===== config.mk =====
export PLATFORM = sky130hd
export DESIGN_NAME = db_control
export DESIGN_NICKNAME = d
export VERILOG_FILES = /design/src/verilog/db_regs_pkg.sv /design/src/verilog/fe_io_pkg.sv /design/src/verilog/gpio_bank_if.sv /design/src/verilog/setting_reg.sv /design/src/verilog/gpio_atr.sv /design/src/verilog/simple_spi_core.sv /design/src/verilog/db_control.sv
export VERILOG_INCLUDE_DIRS = /design/src /design/src/include
export SDC_FILE = /design/constraint.sdc
export NUM_CORES = 1
export LEC_CHECK = 0
export ABC_AREA = 1
export BUFFER_PORTS_ARGS = -buffer_cell sky130_fd_sc_hd__clkbuf_2
export CORE_MARGIN = 2
export CORE_UTILIZATION = 30
export CTS_CLUSTER_SIZE = 10
export DETAILED_ROUTE_END_ITERATION = 16
export GPL_ROUTABILITY_DRIVEN = 0
export GPL_TIMING_DRIVEN = 0
export SYNTH_ARGS = -nofsm -noshare
export SYNTH_HDL_FRONTEND = slang
export SYNTH_SLANG_ARGS = --single-unit

===== constraint.sdc =====
create_clock -name clk -period 7.2 [get_ports clk]
set_input_delay 0.72 -clock clk [delete_from_list [all_inputs] [get_ports clk]]
set_output_delay 0.72 -clock clk [all_outputs]
set_load 0.005 [all_outputs]

===== src/include/db_cfg.svh =====
/*
 * Register map and fixed levels of the daughterboard control block.
 * Each ATR bank takes base + 0..3 for its state words and base + 4 for direction.
 * SPI takes base + 0 divider, base + 1 control, base + 2 data.
 */
`ifndef DB_CFG_SVH
`define DB_CFG_SVH

// Settings bus addresses
`define DB_SR_MISC_OUTS 8'd8
`define DB_SR_SYNC      8'd9
`define DB_SR_LEDS      8'd16
`define DB_SR_FP_GPIO   8'd24
`define DB_SR_DB_GPIO   8'd32
`define DB_SR_SPI       8'd40

// Offsets inside a block
`define DB_ATR_DDR_OFS  8'd4
`define DB_SPI_DIV_OFS  8'd0
`define DB_SPI_CTRL_OFS 8'd1
`define DB_SPI_DATA_OFS 8'd2

// Widths
`define DB_GPIO_WIDTH   32
`define DB_SEN_WIDTH    8

// Idle levels of the SPI pins
`define DB_SPI_CLK_IDLE 1'b0
`define DB_SEN_IDLE     8'hFF

// Returned for any unmapped readback address
`define DB_BAD_READ     64'h0BADC0DE_0BADC0DE

`endif


===== src/verilog/db_regs_pkg.sv =====
/*
 * Types of the settings bus and the readback path.
 * Readback addresses are 8 bits wide, matching the settings address.
 */
`default_nettype none

package db_regs_pkg;

  // Settings bus fields
  typedef logic [7:0]  sr_addr_t;
  typedef logic [31:0] sr_data_t;

  // Readback word
  typedef logic [63:0] rb_data_t;

  // Any other readback address returns the bad-read pattern
  typedef enum logic [7:0] {
    RB_MISC_IO = 8'd0,
    RB_SPI     = 8'd1,
    RB_LEDS    = 8'd2,
    RB_DB_GPIO = 8'd3,
    RB_FP_GPIO = 8'd4
  } rb_sel_e;

endpackage

`default_nettype wire


===== src/verilog/fe_io_pkg.sv =====
/*
 * Front-end I/O types shared by the ATR banks and the SPI master.
 * spi_ctrl_t is packed with sen_mask in bits 13:6 and num_bits in bits 5:0.
 */
`default_nettype none

`include "db_cfg.svh"

package fe_io_pkg;

  typedef logic [`DB_GPIO_WIDTH-1:0] gpio_word_t;

  // Encoding is {run_tx, run_rx}, which is also the state register offset
  typedef enum logic [1:0] {
    IDLE        = 2'b00,
    RX_ONLY     = 2'b01,
    TX_ONLY     = 2'b10,
    FULL_DUPLEX = 2'b11
  } atr_state_e;

  // A num_bits of 0 in the SPI control word means 32
  typedef struct packed {
    logic [`DB_SEN_WIDTH-1:0] sen_mask;
    logic [5:0]               num_bits;
  } spi_ctrl_t;

endpackage

`default_nettype wire


===== src/verilog/gpio_bank_if.sv =====
/*
 * Signals of one GPIO bank between its ATR block and the pin side.
 * The ATR block registers its outputs itself, so the bundle carries no clock.
 */
`default_nettype none

interface gpio_bank_if;
  import fe_io_pkg::*;

  gpio_word_t gpio_in;
  gpio_word_t gpio_out;
  gpio_word_t gpio_ddr;
  gpio_word_t gpio_sw_rb;

  modport atr  (input gpio_in, output gpio_out, output gpio_ddr, output gpio_sw_rb);
  modport pins (output gpio_in, input gpio_out, input gpio_ddr, input gpio_sw_rb);
endinterface

`default_nettype wire


===== src/verilog/setting_reg.sv =====
/*
 * One settings register at a fixed address.
 * The payload takes the low bits of set_data; changed pulses for one cycle.
 */
`default_nettype none

module setting_reg #(
  parameter db_regs_pkg::sr_addr_t my_addr   = 8'd0,
  parameter type                   payload_t = logic [31:0],
  parameter payload_t              reset_val = '0
) (
  input  logic                  clk,
  input  logic                  rst,
  input  logic                  set_stb,
  input  db_regs_pkg::sr_addr_t set_addr,
  input  db_regs_pkg::sr_data_t set_data,
  output payload_t              out,
  output logic                  changed
);

  logic hit;

  assign hit = set_stb && (set_addr == my_addr);

  always_ff @(posedge clk) begin
    if (rst) begin
      out     <= reset_val;
      changed <= 1'b0;
    end else begin
      changed <= hit;
      if (hit) begin
        out <= payload_t'(set_data[$bits(payload_t)-1:0]);
      end
    end
  end

endmodule

`default_nettype wire


===== src/verilog/gpio_atr.sv =====
/*
 * One ATR GPIO bank with four state words picked by {run_tx, run_rx} and a direction word.
 * gpio_out lags a run_rx/run_tx change by one cycle; gpio_sw_rb lags gpio_in by one.
 * Direction resets to all ones.
 */
`default_nettype none

`include "db_cfg.svh"

module gpio_atr #(
  parameter db_regs_pkg::sr_addr_t BASE = `DB_SR_LEDS
) (
  input  logic                  clk,
  input  logic                  rst,
  input  logic                  set_stb,
  input  db_regs_pkg::sr_addr_t set_addr,
  input  db_regs_pkg::sr_data_t set_data,
  input  logic                  run_rx,
  input  logic                  run_tx,
  gpio_bank_if.atr              bank
);
  import db_regs_pkg::*;
  import fe_io_pkg::*;

  gpio_word_t atr_word [4];
  atr_state_e atr_state;

  // State words at BASE + 0..3 where the offset equals the ATR state encoding
  for (genvar i = 0; i < 4; i++) begin : g_state
    setting_reg #(
      .my_addr   (sr_addr_t'(BASE + i)),
      .payload_t (gpio_word_t),
      .reset_val ('0)
    ) sr_state (
      .clk      (clk),
      .rst      (rst),
      .set_stb  (set_stb),
      .set_addr (set_addr),
      .set_data (set_data),
      .out      (atr_word[i]),
      .changed  ()
    );
  end

  // Direction word that starts with all pins as outputs
  setting_reg #(
    .my_addr   (sr_addr_t'(BASE + `DB_ATR_DDR_OFS)),
    .payload_t (gpio_word_t),
    .reset_val ({`DB_GPIO_WIDTH{1'b1}})
  ) sr_ddr (
    .clk      (clk),
    .rst      (rst),
    .set_stb  (set_stb),
    .set_addr (set_addr),
    .set_data (set_data),
    .out      (bank.gpio_ddr),
    .changed  ()
  );

  assign atr_state = atr_state_e'({run_tx, run_rx});

  always_ff @(posedge clk) begin
    if (rst) begin
      bank.gpio_out <= '0;
    end else begin
      bank.gpio_out <= atr_word[atr_state];
    end
  end

  // Input sampler for software readback
  always_ff @(posedge clk) begin
    bank.gpio_sw_rb <= bank.gpio_in;
  end

endmodule

`default_nettype wire


===== src/verilog/simple_spi_core.sv =====
/*
 * SPI master programmed over the settings bus, MSB first, runs on clk.
 * Each sclk half period is divider+1 cycles; a data write while busy is dropped.
 * readback holds the last 8 bits shifted in from miso.
 */
`default_nettype none

`include "db_cfg.svh"

module simple_spi_core #(
  parameter db_regs_pkg::sr_addr_t BASE = `DB_SR_SPI
) (
  input  logic                     clk,
  input  logic                     rst,
  input  logic                     set_stb,
  input  db_regs_pkg::sr_addr_t    set_addr,
  input  db_regs_pkg::sr_data_t    set_data,
  output logic                     ready,
  output logic [7:0]               readback,
  output logic [`DB_SEN_WIDTH-1:0] sen,
  output logic                     sclk,
  output logic                     mosi,
  input  logic                     miso
);
  import db_regs_pkg::*;
  import fe_io_pkg::*;

  typedef enum logic [1:0] {ST_IDLE, ST_LOW, ST_HIGH} spi_state_e;

  logic [15:0] divider;
  spi_ctrl_t   ctrl;
  spi_state_e  state;
  logic [15:0] half_cnt;
  logic [5:0]  bits_left;
  logic [30:0] tx_shift;
  logic [7:0]  rx_shift;
  logic        start;
  logic        fall_next;

  setting_reg #(
    .my_addr   (sr_addr_t'(BASE + `DB_SPI_DIV_OFS)),
    .payload_t (logic [15:0]),
    .reset_val (16'd0)
  ) sr_divider (
    .clk      (clk),
    .rst      (rst),
    .set_stb  (set_stb),
    .set_addr (set_addr),
    .set_data (set_data),
    .out      (divider),
    .changed  ()
  );

  setting_reg #(
    .my_addr   (sr_addr_t'(BASE + `DB_SPI_CTRL_OFS)),
    .payload_t (spi_ctrl_t),
    .reset_val ('0)
  ) sr_ctrl (
    .clk      (clk),
    .rst      (rst),
    .set_stb  (set_stb),
    .set_addr (set_addr),
    .set_data (set_data),
    .out      (ctrl),
    .changed  ()
  );

  assign start     = ready && set_stb && (set_addr == sr_addr_t'(BASE + `DB_SPI_DATA_OFS));
  assign fall_next = (state == ST_HIGH) && (half_cnt == 16'd0) && (bits_left != 6'd1);
  assign readback  = rx_shift;

  always_ff @(posedge clk) begin
    if (rst) begin
      state     <= ST_IDLE;
      ready     <= 1'b1;
      sen       <= `DB_SEN_IDLE;
      sclk      <= `DB_SPI_CLK_IDLE;
      mosi      <= 1'b0;
      half_cnt  <= '0;
      bits_left <= '0;
      rx_shift  <= '0;
    end else begin
      case (state)
        ST_IDLE: begin
          if (start) begin
            state     <= ST_LOW;
            ready     <= 1'b0;
            sen       <= `DB_SEN_IDLE & ~ctrl.sen_mask;
            half_cnt  <= divider;
            bits_left <= (ctrl.num_bits == 6'd0) ? 6'd32 : ctrl.num_bits;
            // First bit is on the line before the first rising edge
            mosi      <= set_data[31];
          end
        end
        ST_LOW: begin
          if (half_cnt != 16'd0) begin
            half_cnt <= half_cnt - 16'd1;
          end else begin
            sclk     <= ~`DB_SPI_CLK_IDLE;
            rx_shift <= {rx_shift[6:0], miso};
            half_cnt <= divider;
            state    <= ST_HIGH;
          end
        end
        ST_HIGH: begin
          if (half_cnt != 16'd0) begin
            half_cnt <= half_cnt - 16'd1;
          end else begin
            sclk     <= `DB_SPI_CLK_IDLE;
            half_cnt <= divider;
            if (bits_left == 6'd1) begin
              state <= ST_IDLE;
              ready <= 1'b1;
              sen   <= `DB_SEN_IDLE;
              mosi  <= 1'b0;
            end else begin
              bits_left <= bits_left - 6'd1;
              mosi      <= tx_shift[30];
              state     <= ST_LOW;
            end
          end
        end
        default: state <= ST_IDLE;
      endcase
    end
  end

  // Remaining transmit bits advance on each falling edge except the last
  always_ff @(posedge clk) begin
    if (start) begin
      tx_shift <= set_data[30:0];
    end else if (fall_next) begin
      tx_shift <= {tx_shift[29:0], 1'b0};
    end
  end

endmodule

`default_nettype wire


===== src/verilog/db_control.sv =====
/*
 * Daughterboard control with misc and sync registers, three ATR banks and an SPI master.
 * Readback is combinational; rb_stb at RB_SPI follows the SPI ready level.
 * The LED bank has no inputs and its direction output is not used.
 */
`default_nettype none

`include "db_cfg.svh"

module db_control (
  input  logic                     clk,
  input  logic                     rst,
  input  logic                     set_stb,
  input  db_regs_pkg::sr_addr_t    set_addr,
  input  db_regs_pkg::sr_data_t    set_data,
  input  db_regs_pkg::sr_addr_t    rb_addr,
  output logic                     rb_stb,
  output db_regs_pkg::rb_data_t    rb_data,
  input  logic                     run_rx,
  input  logic                     run_tx,
  input  fe_io_pkg::gpio_word_t    misc_ins,
  output fe_io_pkg::gpio_word_t    misc_outs,
  output logic                     sync,
  input  fe_io_pkg::gpio_word_t    fp_gpio_in,
  output fe_io_pkg::gpio_word_t    fp_gpio_out,
  output fe_io_pkg::gpio_word_t    fp_gpio_ddr,
  input  fe_io_pkg::gpio_word_t    db_gpio_in,
  output fe_io_pkg::gpio_word_t    db_gpio_out,
  output fe_io_pkg::gpio_word_t    db_gpio_ddr,
  output fe_io_pkg::gpio_word_t    leds,
  output logic [`DB_SEN_WIDTH-1:0] sen,
  output logic                     sclk,
  output logic                     mosi,
  input  logic                     miso
);
  import db_regs_pkg::*;
  import fe_io_pkg::*;

  logic       spi_ready;
  logic [7:0] spi_readback;

  setting_reg #(.my_addr(`DB_SR_MISC_OUTS), .payload_t(gpio_word_t), .reset_val('0)) sr_misc_outs (
    .clk(clk), .rst(rst), .set_stb(set_stb), .set_addr(set_addr), .set_data(set_data),
    .out(misc_outs), .changed());

  // Any write to the sync address fires the pulse whatever the data
  setting_reg #(.my_addr(`DB_SR_SYNC), .payload_t(logic), .reset_val(1'b0)) sr_sync (
    .clk(clk), .rst(rst), .set_stb(set_stb), .set_addr(set_addr), .set_data(set_data),
    .out(), .changed(sync));

  gpio_bank_if leds_if ();
  gpio_bank_if fp_if ();
  gpio_bank_if db_if ();

  assign leds_if.gpio_in = '0;
  assign fp_if.gpio_in   = fp_gpio_in;
  assign db_if.gpio_in   = db_gpio_in;

  assign leds        = leds_if.gpio_out;
  assign fp_gpio_out = fp_if.gpio_out;
  assign fp_gpio_ddr = fp_if.gpio_ddr;
  assign db_gpio_out = db_if.gpio_out;
  assign db_gpio_ddr = db_if.gpio_ddr;

  gpio_atr #(.BASE(`DB_SR_LEDS)) leds_atr (
    .clk(clk), .rst(rst), .set_stb(set_stb), .set_addr(set_addr), .set_data(set_data),
    .run_rx(run_rx), .run_tx(run_tx), .bank(leds_if.atr));

  gpio_atr #(.BASE(`DB_SR_FP_GPIO)) fp_atr (
    .clk(clk), .rst(rst), .set_stb(set_stb), .set_addr(set_addr), .set_data(set_data),
    .run_rx(run_rx), .run_tx(run_tx), .bank(fp_if.atr));

  gpio_atr #(.BASE(`DB_SR_DB_GPIO)) db_atr (
    .clk(clk), .rst(rst), .set_stb(set_stb), .set_addr(set_addr), .set_data(set_data),
    .run_rx(run_rx), .run_tx(run_tx), .bank(db_if.atr));

  simple_spi_core #(.BASE(`DB_SR_SPI)) spi_core (
    .clk(clk), .rst(rst), .set_stb(set_stb), .set_addr(set_addr), .set_data(set_data),
    .ready(spi_ready), .readback(spi_readback),
    .sen(sen), .sclk(sclk), .mosi(mosi), .miso(miso));

  // Readback mux
  always_comb begin
    rb_stb = 1'b1;
    case (rb_addr)
      RB_MISC_IO: rb_data = {misc_ins, misc_outs};
      RB_SPI: begin
        // Ready level lets a late read after a transfer still see a strobe
        rb_stb  = spi_ready;
        rb_data = rb_data_t'(spi_readback);
      end
      RB_LEDS:    rb_data = rb_data_t'(leds);
      RB_DB_GPIO: rb_data = rb_data_t'(db_if.gpio_sw_rb);
      RB_FP_GPIO: rb_data = rb_data_t'(fp_if.gpio_sw_rb);
      default:    rb_data = `DB_BAD_READ;
    endcase
  end

endmodule

`default_nettype wire


# Word-level counts from Yosys, hierarchy flattened

Index checks and enable logic that the tools add are counted.

Bits in registers: 745
Latch bits: 0
RAM bits: 0
Memory bits (read-only): 0
Input port bits: 150
Output and inout bits: 268
Logic and storage cells: 151
Memories kept: 0

$add $sub $neg: 2
Multipliers: 0
Divide/modulo/power cells: 0
Order comparisons: 1
Eq/ne operators: 32
Shift-type cells: 0
Muxes and demuxes: 41
Bitwise operators: 3
Reduce and logical (&&, ||, !) cells: 39

Operators by type and width:

| operator              | number |
|---|---|
| $pmux 64 s5           | 1 |
| $bmux 32 s2           | 3 |
| $mux 32               | 6 |
| $eq 8x5->1 const B    | 9 |
| $eq 8x6->1 const B    | 8 |
| $mux 31               | 2 |
| $mux 16               | 2 |
| $pmux 16 s2           | 1 |
| $mux 6                | 4 |
| $mux 8                | 3 |
| $logic_and 1x1->1     | 22 |
| $eq 8x2->1 const B    | 2 |
| $eq 8x4->1 const B    | 2 |
| $logic_not 16->1      | 1 |
| $pmux 8 s2            | 1 |
| $reduce_bool 16->1    | 1 |
| $sub 16x1->16 const B | 1 |
| $pmux 6 s2            | 1 |
| $mux 1                | 10 |
| $reduce_and 3->1      | 3 |
| $eq 8x1->1 const B    | 1 |
| $eq 8x3->1 const B    | 1 |
| $logic_not 8->1       | 1 |
| $ne 2x2->1 const B    | 4 |
| other kinds (19)      | 28 |

# Longest topological paths before layout

Depth after elaboration: 5
Gate-level depth with buffers: 12

# Modules after synthesis

A second synthesis with hierarchy kept.

Cell total of the unflattened synthesis: 5915
Area total of the unflattened synthesis: 40901.7 um^2

By module, submodules not included:

| module                                        | times used | cells each | area an instance (um^2) | sequential area each (um^2) |
|---|---|---|---|---|
| gpio_atr                                      | 3          | 441        | 3209.3                  | 1281.2 |
| setting_reg at db_atr.g_state[0].sr_state ... | 6          | 227        | 1519.0                  | 660.6 |
| simple_spi_core                               | 1          | 512        | 4091.4                  | 1791.7 |
| setting_reg at fp_atr.g_state[1].sr_state ... | 2          | 226        | 1521.5                  | 660.6 |
| setting_reg at db_atr.g_state[3].sr_state ... | 2          | 223        | 1508.9                  | 660.6 |
| setting_reg at db_atr.sr_ddr ...              | 2          | 156        | 1320.0                  | 660.6 |
| setting_reg at fp_atr.g_state[3].sr_state     | 1          | 286        | 1734.2                  | 660.6 |
| db_control                                    | 1          | 371        | 1639.1                  | 0.0 |
| setting_reg at fp_atr.g_state[0].sr_state     | 1          | 225        | 1521.5                  | 660.6 |
| setting_reg at sr_misc_outs                   | 1          | 218        | 1482.7                  | 660.6 |
| setting_reg at fp_atr.sr_ddr                  | 1          | 157        | 1323.8                  | 660.6 |
| setting_reg at spi_core.sr_divider            | 1          | 120        | 820.8                   | 340.3 |
| setting_reg at spi_core.sr_ctrl               | 1          | 108        | 715.7                   | 300.3 |
| setting_reg at sr_sync                        | 1          | 23         | 130.1                   | 40.0 |

# Worst setup path after synthesis

Ideal clock, no wire load.

Path type: flip-flop to flip-flop
From: register spi_core.state[0]
To: register spi_core.tx_shift[0], enable pin
Data arrival time: 3.230 ns
Data required time: 6.738 ns
Path slack: 3.508 ns
Stages on the path, launching flop included: 6
Cell sequence: dfxtp_1 > inv_1 > ha_1 > clkbuf_1 > nand2_1 > o21ai_0

Word-level cells in the longest chain between the ends: 4

Ends and longest elaborated chain:

| what                           | line                   | text |
|---|---|---|
| start: declaration             | simple_spi_core.sv:32  | `spi_state_e state;` |
| start signal: assignment       | simple_spi_core.sv:74  | `state <= ST_IDLE;` |
| start signal: assignment       | simple_spi_core.sv:86  | `state <= ST_LOW;` |
| start signal: assignment       | simple_spi_core.sv:102 | `state <= ST_HIGH;` |
| $eq 2x2->1                     | simple_spi_core.sv:69  | `assign fall_next = (state == ST_HIGH) && (half_cnt == 16'd0) && (bits_left != 6'd1);` |
| $logic_and 1x1->1 (2 in a row) | simple_spi_core.sv:69  |  |
| $reduce_bool 2->1 (no line)    | --                     |  |
| end signal: assignment         | simple_spi_core.sv:131 | `tx_shift <= set_data[30:0];` |
| end signal: assignment         | simple_spi_core.sv:133 | `tx_shift <= {tx_shift[29:0], 1'b0};` |
| end: declaration               | simple_spi_core.sv:35  | `logic [30:0] tx_shift;` |

Every way passes these cells.
A chain may end at the register's enable or synchronous reset.

# Worst setup path after layout

From: input port rb_addr[6]
To: output port rb_data[18]

Word-level cells in the longest chain between the ends: 2
Elaborated cells on any way between the ends: 6
Those cells by class: 4 x eq/ne; 1 x mux; 1 x reduce/logical

Ends and longest elaborated chain:

| what                                     | line             | text |
|---|---|---|
| start: declaration                       | db_control.sv:16 | `input db_regs_pkg::sr_addr_t rb_addr,` |
| $eq 8x3->1, or another cell as far along | db_control.sv:85 | `case (rb_addr)` |
| $pmux 64 s5 *                            | db_control.sv:85 |  |
| end: declaration                         | db_control.sv:18 | `output db_regs_pkg::rb_data_t rb_data,` |

Every way passes the cells marked *; elsewhere a longest branch is shown, timed or not.

==> results.txt <==
Status: finished clean
Post-route insts no fill: 5405
Fin area: 34600 sq um
Final cycle utilization of the critical path: 50.7%
Per-cell routed wire length: 21.7 microns
Fin. max-slew vios: 0
Max frequency: 274 MHz
First-pass iteration count of the detailed router: 6
Yosys warning count: 0
Worst EP required: 6.48 ns
Crit path launch type: primary input
Post-DP HPWL: 85900 microns
Max-cap violations: 0
Final ANT Viol Nets: 0
Worst VDD drop: 0.000164 V
Post-DP Area: 32100 sq um
Post-CTS Setup Repair Bufs: 0
Pwr/cell area: 265 nW/um^2
R2R depth: 10
HP Class: in -> reg
Slew headroom: 4.72%
DR iter-0 viols: 2834
R2R Path Start: spi_core.half_cnt[0]$_SDFFE_PP0P_
Async SR Flop Fraction: 0%
P&R area growth vs syn: 21.8%
Grt ovf: 0
Vias in the first global route: 25500
Vias per cell: 5.10
Hold Path End: db_atr.bank.gpio_sw_rb[29]$_DFF_P_
Syn Inst Count: 3595
Horiz. Die Dim: 312 microns
Proportion of layout cells with a drive suffix above 1: 14.9%
Post-CTS Resized: 0
Clock tree buffer depth: 3
Min-Delay Path Depth: 1
Post-synth top area share: 50.2%
Final hold vios: 0
Sequential share of the synthesized area: 53.5%
Post-layout net count: 4258
Initial antenna violation count: 21
Routed vias: 27600
Crit-path cells: clkbuf_2 > nor2_1 > nand2_1 > inv_1 > nand4_2 > clkinv_1 > nor2_1 > nand4_1 > buf_2 > nand3_1 > clkbuf_2
Worst skew pair latency: 0.67 ns
Unrepaired setup endpoints after global routing: no
Syn Area/Cell: 7.92 sq um
Drc violations: 0
R2r endpoint: spi_core.readback[5]$_SDFFE_PP0P_
Row cnt: 112
Clock-pin slew on the worst setup and hold paths: 0.05 ns
Setup violators final: 0
Number of port buffers: 414
Top-count cell post-synth: dfxtp_1
R2R Setup Slk: 4.99 ns
Maximum number of pins on one net before global-route repair: 31
Max FO, Critical Path: 10
CP Capture Type: primary output
Total routed wirelength: 118000 microns
CTS tree: done
Number of flops mapped to enable cells by yosys: 31
Setup Crit Path Kind: in -> out
Total die area: 97300 sq um
# hold bufs at CTS: 0
Area leader, netlist: dfxtp_1
Top post-synthesis cells by area: dfxtp_1, o21ai_0, a21oi_1
Flops & latches, synth: 745
Syn nets: 3753
HP Start: db_gpio_in[29]
I/O pin count: 418
LEAKAGE: 0.0144 uW
Clk sinks: 745
Root Buffer: clkbuf_16
Worst path arrival time: 2.93 ns
Crit path largest cell delay: 0.40 ns
Post-Syn Area: 28500 sq um
Placement Setup Slack: 3.46 ns
Total global-route track usage: 23.1%
Post-synth top cells: dfxtp_1, o21ai_0, a21oi_1, nand2_1, nor2_1
Post-Route Skew: 0.0259 ns
Initial Util: 30.4%
Htree depth: 3
Top FF cell, synth: dfxtp_1
Final critical-path required period: 3.65 ns
Slowest-stage cell, CP: clkinv_1
Die Height: 312 microns
Pwr Total: 9200 uW
Placed instance count: 5264
Crit path setup slack, layout: 3.55 ns
Slew @ Worst Pin: 1.43 ns
Post-synth cell types: 37
Setup tns final: 0 ns
CTS buffer count: 88
Core area: 93600 sq um
First-pass GRT wire length: 169000 microns
worst max-delay path, delay by kind of cell:
| family | cells | cell delay (ns) |
|---|---|---|
| AND/OR/NAND/NOR | 6 | 1.11 |
| buffers and inverters | 5 | 1.08 |
state kept, by name, indices dropped and copies added, names as in the netlist, 14 cells and up:
register / cells
sr_misc_outs.out: 32
spi_core.tx_shift: 31
leds_atr.g_state.sr_state.out: 128
db_atr.g_state.sr_state.out: 128
db_atr.bank.gpio_sw_rb: 32
spi_core.sr_ctrl.out: 14
leds_atr.bank.gpio_out: 32
db_atr.sr_ddr.out: 32
spi_core.sr_divider.out: 16
db_atr.bank.gpio_out: 32
fp_atr.g_state.sr_state.out: 128
fp_atr.sr_ddr.out: 32
fp_atr.bank.gpio_sw_rb: 32
spi_core.half_cnt: 16
fp_atr.bank.gpio_out: 32
final cells by class:
cell class	instances	area [sq um]
flip-flops and latches	745	15200
fillers	9843	59000
plain buffers	298	1200
multi-input cells	2314	11200
well taps	1254	1570
diodes	14	35.0
clock buffers	116	2380
repair buffers	415	2090
clock inverters	11	108
inverters	238	893
kinds of logic (layout without fill, tap and decap cells):
logic type	after synthesis	after routing	share of synthesized area, %
other cells	0	14	0
buf+inv	536	1078	7.34
simple gates	909	909	13.1
xor+xnor	4	4	0.123
compound gates	1393	1393	25.6
fa+ha+maj	8	8	0.352
flops	745	745	53.5
worst max path at each step:
stage | to | cells past startpoint | from | slack [ns]
6_report | rb_data[18] | 11 | rb_addr[6] | 3.55
2_1_floorplan | spi_core.tx_shift[0]$_SDFFCE_PN0P_ | 5 | spi_core.state[0]$_SDFFE_PP0P_ | 3.51
4_1_cts | rb_data[18] | 11 | rb_addr[5] | 3.46
5_1_grt | rb_data[17] | 10 | rb_addr[7] | 3.30
3_3_place_gp | spi_core.tx_shift[14]$_DFFE_PP_ | 6 | spi_core.half_cnt[0]$_SDFFE_PP0P_ | 2.27
3_5_place_dp | rb_data[18] | 11 | rb_addr[5] | 3.46
cell usage in the layout (no fill, tap or decap), types with 60 or more instances in the layout:
cell type and n:
a21oi_1 628, clkbuf_1 260, clkbuf_16 90, clkbuf_2 416, dfxtp_1 714, inv_1 227, nand2_1 432, nand3_1 60
nor2_1 358, o211ai_1 96, o21ai_0 628
metal layers:
layer  track usage, %  wire length, microns  up-vias
met1             29.1                 48100    13000
met2             36.6                 52800     1229
met5                0                    98        -
met4             12.7                  6500       16
met3             5.28                 10000      231
li1                 -                     -    13100
metrics by stage:
stage	hold WS, ns	util (%)
5_1_grt	0.148	37.0
6_report	0.154	37.0
4_1_cts	0.133	37.0
3_5_place_dp	0.444	34.3
3_3_place_gp	0.440	34.3
2_1_floorplan	0.424	-
power by group:
group	switching, uW	total, uW	internal (uW)
combinational	610	850	239
sequential	55.2	4300	4250
clock	1750	4050	2290
total	2420	9200	6780
Power figures use the tool's default switching activity.
